$ cat src/shot_pkg.sv
package shot_pkg;

    // the game field is a 16 by 16 grid, so one coordinate fits in four bits.
    localparam int coord_w = 4;

    // one slot per possible shot in flight.
    localparam int slot_count = 16;
    localparam int slot_w = $clog2(slot_count);

    // a shot at these coordinates is about to leave the field.
    localparam logic [coord_w-1:0] border_min = 4'd0;
    localparam logic [coord_w-1:0] border_max = 4'd14;

    // the ship starts in the middle of the field.
    localparam logic [coord_w-1:0] ship_home_x = 4'd7;
    localparam logic [coord_w-1:0] ship_home_y = 4'd7;

    typedef enum logic [1:0] {
        dir_up    = 2'd0,
        dir_down  = 2'd1,
        dir_left  = 2'd2,
        dir_right = 2'd3
    } dir_t;

    // same bit layout as the stored slot word, x in the top bits.
    typedef struct packed {
        logic [coord_w-1:0] x;
        logic [coord_w-1:0] y;
        dir_t               dir;
    } shot_entry_t;

    // where the next value of the current slot comes from.
    typedef enum logic [1:0] {
        src_spawn  = 2'd0,
        src_move_x = 2'd1,
        src_move_y = 2'd2,
        src_keep   = 2'd3
    } src_t;

endpackage

$ cat src/shot_cursor.sv
`timescale 1ns/100ps

module shot_cursor (
    input  logic                           clock,
    input  logic                           rst_n,
    input  logic                           advance,
    input  logic                           scan_clear,
    input  logic                           ship_load,
    input  logic [shot_pkg::coord_w-1:0]   ship_x,
    input  logic [shot_pkg::coord_w-1:0]   ship_y,
    output logic [shot_pkg::slot_w-1:0]    slot,
    output logic                           scan_end,
    output shot_pkg::shot_entry_t          ship_pos
);
    import shot_pkg::*;

    logic [coord_w-1:0] ship_x_q;
    logic [coord_w-1:0] ship_y_q;

    assign scan_end = (slot == slot_w'(slot_count - 1));

    // clear wins over advance, and the last slot wraps back to zero.
    always_ff @(posedge clock or negedge rst_n) begin
        if (!rst_n) begin
            slot <= '0;
        end else if (scan_clear) begin
            slot <= '0;
        end else if (advance) begin
            if (scan_end) begin
                slot <= '0;
            end else begin
                slot <= slot + slot_w'(1);
            end
        end
    end

    always_ff @(posedge clock or negedge rst_n) begin
        if (!rst_n) begin
            ship_x_q <= ship_home_x;
            ship_y_q <= ship_home_y;
        end else if (ship_load) begin
            ship_x_q <= ship_x;
            ship_y_q <= ship_y;
        end
    end

    // the direction is filled in from fire_dir when a shot is spawned.
    assign ship_pos = '{x: ship_x_q, y: ship_y_q, dir: dir_up};

    a_cursor_controls_known: assert property (
        @(posedge clock) disable iff (!rst_n)
        !$isunknown({advance, scan_clear, ship_load})
    ) else $error("cursor control unknown.");

endmodule

$ cat src/shot_hit_detect.sv
`timescale 1ns/100ps

module shot_hit_detect (
    input  shot_pkg::shot_entry_t         entry,
    input  logic [shot_pkg::coord_w-1:0]  aste_x,
    input  logic [shot_pkg::coord_w-1:0]  aste_y,
    output logic                          x_at_min,
    output logic                          x_at_max,
    output logic                          y_at_min,
    output logic                          y_at_max,
    output logic                          hit
);
    import shot_pkg::*;

    logic x_match;
    logic y_match;

    // border flags tell the controller that the next step leaves the field.
    assign x_at_min = (entry.x == border_min);
    assign x_at_max = (entry.x == border_max);
    assign y_at_min = (entry.y == border_min);
    assign y_at_max = (entry.y == border_max);

    assign x_match = (entry.x == aste_x);
    assign y_match = (entry.y == aste_y);

    // whether the slot is live is the controller's business.
    assign hit = x_match & y_match;

endmodule

$ cat src/shot_step.sv
`timescale 1ns/100ps

module shot_step (
    input  shot_pkg::shot_entry_t entry,
    input  shot_pkg::shot_entry_t ship_pos,
    input  shot_pkg::dir_t        fire_dir,
    input  shot_pkg::src_t        src,
    input  logic                  axis_y,
    input  logic                  step_down,
    output shot_pkg::shot_entry_t next_entry
);
    import shot_pkg::*;

    logic [coord_w-1:0] coord;
    logic [coord_w-1:0] stepped;

    assign coord = axis_y ? entry.y : entry.x;

    // four-bit arithmetic, so stepping off an edge wraps around the field.
    always_comb begin
        if (step_down) begin
            stepped = coord - coord_w'(1);
        end else begin
            stepped = coord + coord_w'(1);
        end
    end

    always_comb begin
        next_entry = entry;
        case (src)
            src_spawn: begin
                next_entry.x   = ship_pos.x;
                next_entry.y   = ship_pos.y;
                next_entry.dir = fire_dir;
            end
            src_move_x: begin
                next_entry.x = stepped;
            end
            src_move_y: begin
                next_entry.y = stepped;
            end
            default: begin
                next_entry = entry; // keep.
            end
        endcase
    end

endmodule

$ cat src/shot_table.sv
`timescale 1ns/100ps

module shot_table (
    input  logic                          clock,
    input  logic                          rst_n,
    input  logic [shot_pkg::slot_w-1:0]   slot,
    input  logic                          write_entry,
    input  shot_pkg::shot_entry_t         next_entry,
    input  logic                          write_loaded,
    input  logic                          loaded_value,
    output shot_pkg::shot_entry_t         entry,
    output logic                          loaded
);
    import shot_pkg::*;

    shot_entry_t            mem [slot_count];
    logic [slot_count-1:0]  loaded_q;

    // the write lands in the slot shown during this cycle, before the cursor moves.
    always_ff @(posedge clock) begin
        if (write_entry) begin
            mem[slot] <= next_entry;
        end
    end

    always_ff @(posedge clock or negedge rst_n) begin
        if (!rst_n) begin
            loaded_q <= '0;
        end else if (write_loaded) begin
            loaded_q[slot] <= loaded_value;
        end
    end

    assign entry  = mem[slot]; // asynchronous read.
    assign loaded = loaded_q[slot];

    a_write_known: assert property (
        @(posedge clock) disable iff (!rst_n)
        !$isunknown({write_entry, write_loaded})
    ) else $error("table write control unknown.");

endmodule

$ cat src/shot_unit.sv
`timescale 1ns/100ps

module shot_unit (
    input  logic                          clock,
    input  logic                          rst_n,
    input  logic                          advance,
    input  logic                          scan_clear,
    input  logic                          ship_load,
    input  logic [shot_pkg::coord_w-1:0]  ship_x,
    input  logic [shot_pkg::coord_w-1:0]  ship_y,
    input  shot_pkg::src_t                src,
    input  logic                          axis_y,
    input  logic                          step_down,
    input  shot_pkg::dir_t                fire_dir,
    input  logic                          write_entry,
    input  logic                          write_loaded,
    input  logic                          loaded_value,
    input  logic [shot_pkg::coord_w-1:0]  aste_x,
    input  logic [shot_pkg::coord_w-1:0]  aste_y,
    output logic [shot_pkg::slot_w-1:0]   slot,
    output logic                          scan_end,
    output shot_pkg::shot_entry_t         entry,
    output logic                          loaded,
    output logic                          x_at_min,
    output logic                          x_at_max,
    output logic                          y_at_min,
    output logic                          y_at_max,
    output logic                          hit
);
    import shot_pkg::*;

    shot_entry_t ship_pos;
    shot_entry_t next_entry;

    shot_cursor cursor0 (
        .clock      (clock),
        .rst_n      (rst_n),
        .advance    (advance),
        .scan_clear (scan_clear),
        .ship_load  (ship_load),
        .ship_x     (ship_x),
        .ship_y     (ship_y),
        .slot       (slot),
        .scan_end   (scan_end),
        .ship_pos   (ship_pos)
    );

    shot_step step0 (
        .entry      (entry),
        .ship_pos   (ship_pos),
        .fire_dir   (fire_dir),
        .src        (src),
        .axis_y     (axis_y),
        .step_down  (step_down),
        .next_entry (next_entry)
    );

    shot_table table0 (
        .clock        (clock),
        .rst_n        (rst_n),
        .slot         (slot),
        .write_entry  (write_entry),
        .next_entry   (next_entry),
        .write_loaded (write_loaded),
        .loaded_value (loaded_value),
        .entry        (entry),
        .loaded       (loaded)
    );

    shot_hit_detect hit0 (
        .entry    (entry),
        .aste_x   (aste_x),
        .aste_y   (aste_y),
        .x_at_min (x_at_min),
        .x_at_max (x_at_max),
        .y_at_min (y_at_min),
        .y_at_max (y_at_max),
        .hit      (hit)
    );

    // the step logic has no clock of its own, so its source select is checked here.
    a_src_known: assert property (
        @(posedge clock) disable iff (!rst_n)
        write_entry |-> !$isunknown(src)
    ) else $error("src unknown during an entry write.");

endmodule

$ cat config.mk
export PLATFORM = sky130hd
export DESIGN_NAME = shot_unit
export DESIGN_NICKNAME = d
export VERILOG_FILES = /design/src/shot_pkg.sv /design/src/shot_cursor.sv /design/src/shot_hit_detect.sv /design/src/shot_step.sv /design/src/shot_table.sv /design/src/shot_unit.sv
export SDC_FILE = /design/constraint.sdc
export NUM_CORES = 1
export LEC_CHECK = 0
export BUFFER_PORTS_ARGS = -buffer_cell sky130_fd_sc_hd__clkbuf_2
export CORE_ASPECT_RATIO = 1.25
export CORE_MARGIN = 5
export CORE_UTILIZATION = 60
export CTS_BUF_LIST = sky130_fd_sc_hd__clkbuf_16
export CTS_CLUSTER_SIZE = 40
export DETAILED_ROUTE_END_ITERATION = 8
export HOLD_SLACK_MARGIN = 0.06
export PLACE_DENSITY = 0.76
export SYNTH_ARGS = -nofsm -noshare
export SYNTH_HDL_FRONTEND = slang
export SYNTH_SLANG_ARGS = --single-unit
$ cat constraint.sdc
create_clock -name clock -period 4.1 [get_ports clock]
set_clock_uncertainty 0.15 [all_clocks]
set_input_delay 0.615 -clock clock [delete_from_list [all_inputs] [get_ports clock]]
set_output_delay 0.615 -clock clock [all_outputs]
set_load 0.02 [all_outputs]
==> implementation parameters <==
Parameter                              Value

Job
  Max cap viols ... 0

CTS
  Max H-tree Level ... 4
  Count of hold buffers inserted by post-cts repair ... 0
  Maximum count of clock buffers along a single path ... 2
  Clock tree root driver cell ... sky130_fd_sc_hd__clkbuf_16
  Sinks on Clock Net ... 188
  CTS tree ... yes
  Clk_lat worst skew ... 0.43 ns
  Register clock-pin slew on the reported worst setup and hold paths ... 0.06 ns
  Inserted Clock Buffers ... 17

Timing
  Hold Fails Final Rpt ... 0
  Hold slack ... 0.0815 ns
  Final TNS setup ... 0 ns
  Max Fclk ... 262 MHz
  Unrepaired setup endpoints after global routing ... false
  Tmin final ... 3.82 ns
  Slew at the pin closest to its max-slew limit ... 0.934 ns
  Relative slew slack ... 37.3%
  Final critical-path share of the clock period ... 93.2%
  Number of max-slew violations in the final report ... 0
  Number of setup violations in the final report ... 0

GRT
  Grt ovf ... 0
  Number of antenna violations at the first check in global routing ... 0
  Number of global-route vias before repair ... 4401
  Largest net degree at the start of global routing ... 44
  All-Layer GR Usage ... roughly a quarter
  Global-route wire length before repair ... 26900 µm

Power and ir drop
  Fraction of power spent switching nets ... a little under a quarter
  Power density of the placed cells ... 470 nW/µm²
  Internal power ... 3.36 mW
  Maximum vdd ir drop ... 0.000348 V
  Leakage power figure ... 3.29 nW
  Share of power burned in registers ... 51.0%
  Power dissipated by switching net loads ... 0.984 mW
  Combinational group share of total power ... 11.9%
  Clock network power share ... ~37%

Logic synthesis
  Synth Area per Inst ... 18.7 µm²
  Netlist area before placement ... 8020 µm²
  Leading cell type by number of instances after synthesis ... sky130_fd_sc_hd__edfxtp_1
  Ys async rst share ... 14.9%
  Portion of the post-synthesis area used by sequential elements ... 68.8%
  Main area contributors after synthesis ... sky130_fd_sc_hd__edfxtp_1 (60%), sky130_fd_sc_hd__mux4_2 (14%), sky130_fd_sc_hd__dfrtp_1 (6.9%)
  Total of warnings raised by yosys ... 0
  EDFF count, synth ... 160
  Cell count after synthesis ... 428
  Cell variety after synth ... 41
  Area share of the largest cell type after synthesis ... 59.9%
  Synth Register Bits ... ~190
  Synthesized net count ... 465
  Cell type contributing the most total cell area after synthesis ... sky130_fd_sc_hd__edfxtp_1
  Ys flop type ... sky130_fd_sc_hd__edfxtp_1
  Synth top cells by count ... sky130_fd_sc_hd__edfxtp_1 (160), sky130_fd_sc_hd__mux4_2 (49), sky130_fd_sc_hd__mux2_2 (26)

Die
  Row cnt ... 47
  CORE AREA ... 13200 µm²
  Starting density of the core ... approximately 61%
  Number of placed I/O pins ... 51
  Die width ... 113 µm
  Die outline height ... 139 µm
  Die footprint ... 15800 µm²

Final layout
  Filler cell count in the final layout ... 809
  Net count, final ... 548
  Layout overhead on the synthesized area ... 15.3%
  Share of final-layout standard cells stronger than drive strength 1 ... 39.0%
  Final core utilization ... 70.2%
  ANT cells ... 0
  Final non-filler cell area ... 9250 µm²

Placed design
  Dpl cell area ... 8660 µm²
  Sum of net half-perimeters after detailed placement ... 11500 µm
  Gp weighted congestion ... 0.841
  IO Port Bufs ... 50

Worst setup path
  Setup Crit Path Kind ... reg -> reg
  Worst reg2reg path startpoint ... cursor0.slot[0]
  CP Launch Type ... flip-flop
  Endpoint arrival time on the critical path ... 3.77 ns
  Largest driver fanout on the critical path ... 23
  CP endpoint kind ... flip-flop
  Worst setup path startpoint ... cursor0.slot[0]
  Required time of the critical path ... 4.04 ns

Route
  Routed wire per std cell ... approximately 25 µm
  Drt total wl ... between 15000 and 20000 µm
  Avg Vias per Cell ... 6.20
  Antenna-violating nets left ... 0
  Number of design rule violations left after detail routing ... 0
  Routed via count ... 4300
  Detailed Route Iter0 Violations ... 504
  1st-pass router iterations ... 5

Status
  Outcome ... finished, final reports clean

Min path
  Hold/Removal Path Class ... in -> async
==> metrics by stage <==
step / setup WS, ns / std cells / power (mW)
final: 0.279 / 694 / 4.34
after global routing: 0.0533 / 694 / 4.51
after CTS: 0.146 / 694 / 4.36
after detailed placement: 0.286 / 663 / 2.77
after global placement: 0.462 / 663 / 2.76
after floorplan: 0.172 / 428 / 2.59
==> area by class of cell <==
| type | instances | area, µm² | area share, % |
|---|---|---|---|
| sequential | 188 | 5510 | 59.6 |
| multi-input combinational | 211 | 2370 | 25.6 |
| timing repair buffer | 86 | 546 | 5.90 |
| clock buffer | 17 | 425 | 4.60 |
| tap | 171 | 214 | 2.31 |
| clock inverter | 14 | 155 | 1.68 |
| inverter | 7 | 26.3 | 0.284 |
==> what timing repair did <==
action | in CTS | in global routing
gates resized for setup | 0 | 2
setup endpoints to repair | 0 | 1
buffers inserted | 0 | 0
endpoints found under the hold margin | 0 | 0
==> per-layer routing <==
metal,part of all wire (%),GRT usage [%],vias up
li1,-,-,1881
met1,38,31.2,2204
met2,52,39.9,190
met3,7.1,5.47,25
met4,2.5,9.05,0
met5,0,0,-
==> state kept, by name, indices dropped and copies added, names as in the netlist <==
register	cells
table0.mem	160
table0.loaded_q	16
cursor0.ship_x_q	4
cursor0.ship_y_q	4
cursor0.slot	4
==> power by group through the flow <==
stage / registers, mW / logic [mW] / clock network [mW]
after floorplan: 2.25 / 0.336 / 0
after global placement: 2.25 / 0.506 / 0
after detailed placement: 2.26 / 0.515 / 0
after CTS: 2.22 / 0.519 / 1.63
after global routing: 2.22 / 0.564 / 1.73
final: 2.22 / 0.519 / 1.61
==> worst max-delay path, cell delays in order (launching register included) <==
cell	delay (ns)
sky130_fd_sc_hd__dfrtp_2	0.38
sky130_fd_sc_hd__buf_12	0.21
sky130_fd_sc_hd__mux4_2	0.53
sky130_fd_sc_hd__mux4_2	0.49
sky130_fd_sc_hd__nand2_1	0.10
sky130_fd_sc_hd__and2_1	0.16
sky130_fd_sc_hd__inv_1	0.05
sky130_fd_sc_hd__ha_1	0.27
sky130_fd_sc_hd__nand2_1	0.05
sky130_fd_sc_hd__o21ai_0	0.21
sky130_fd_sc_hd__xnor2_1	0.13
sky130_fd_sc_hd__o21ai_1	0.75
==> logic make-up after synthesis <==
group	count (synthesis)	synth area share (%)
multiplexers	92	20.1
AO/OA/AOI/OAI	21	1.76
XOR/XNOR	11	1.39
adder cells (fa/ha/maj)	7	1.19
flip-flops	188	68.8
buffers and inverters	29	1.92
AND/OR/NAND/NOR	80	4.84
==> path summary, 6_finish.rpt <==
kind,cells after the start,slack [ns],to
min reg2reg,1,0.36,table0.loaded_q[1]
min in group clock,2,0.25,cursor0.slot[3]
max in group asynchronous,1,3.23,cursor0.slot[0]
min,1,0.08,table0.loaded_q[1]
max reg2reg,11,0.28,table0.mem[9][9]
max,11,0.28,table0.mem[9][9]
==> cell usage in the layout (no fill, tap or decap), types with 4 or more instances in the layout <==
| cell type | instances |
|---|---|
| sky130_fd_sc_hd__dfrtp_1 | 21 |
| sky130_fd_sc_hd__nand3_1 | 16 |
| sky130_fd_sc_hd__o21ai_0 | 5 |
| sky130_fd_sc_hd__buf_4 | 34 |
| sky130_fd_sc_hd__clkinv_1 | 4 |
| sky130_fd_sc_hd__xnor2_1 | 7 |
| sky130_fd_sc_hd__mux2i_1 | 14 |
| sky130_fd_sc_hd__inv_1 | 7 |
| sky130_fd_sc_hd__o21ai_1 | 5 |
| sky130_fd_sc_hd__clkbuf_2 | 50 |
| sky130_fd_sc_hd__edfxtp_1 | 160 |
| sky130_fd_sc_hd__nor2_1 | 17 |
| sky130_fd_sc_hd__ha_1 | 6 |
| sky130_fd_sc_hd__clkbuf_16 | 17 |
| sky130_fd_sc_hd__nand2_1 | 24 |
| sky130_fd_sc_hd__nand2b_1 | 4 |
| sky130_fd_sc_hd__mux2_2 | 26 |
| sky130_fd_sc_hd__mux4_2 | 49 |
| sky130_fd_sc_hd__dfstp_2 | 6 |
No activity file was read; power rests on OpenSTA's default activity.
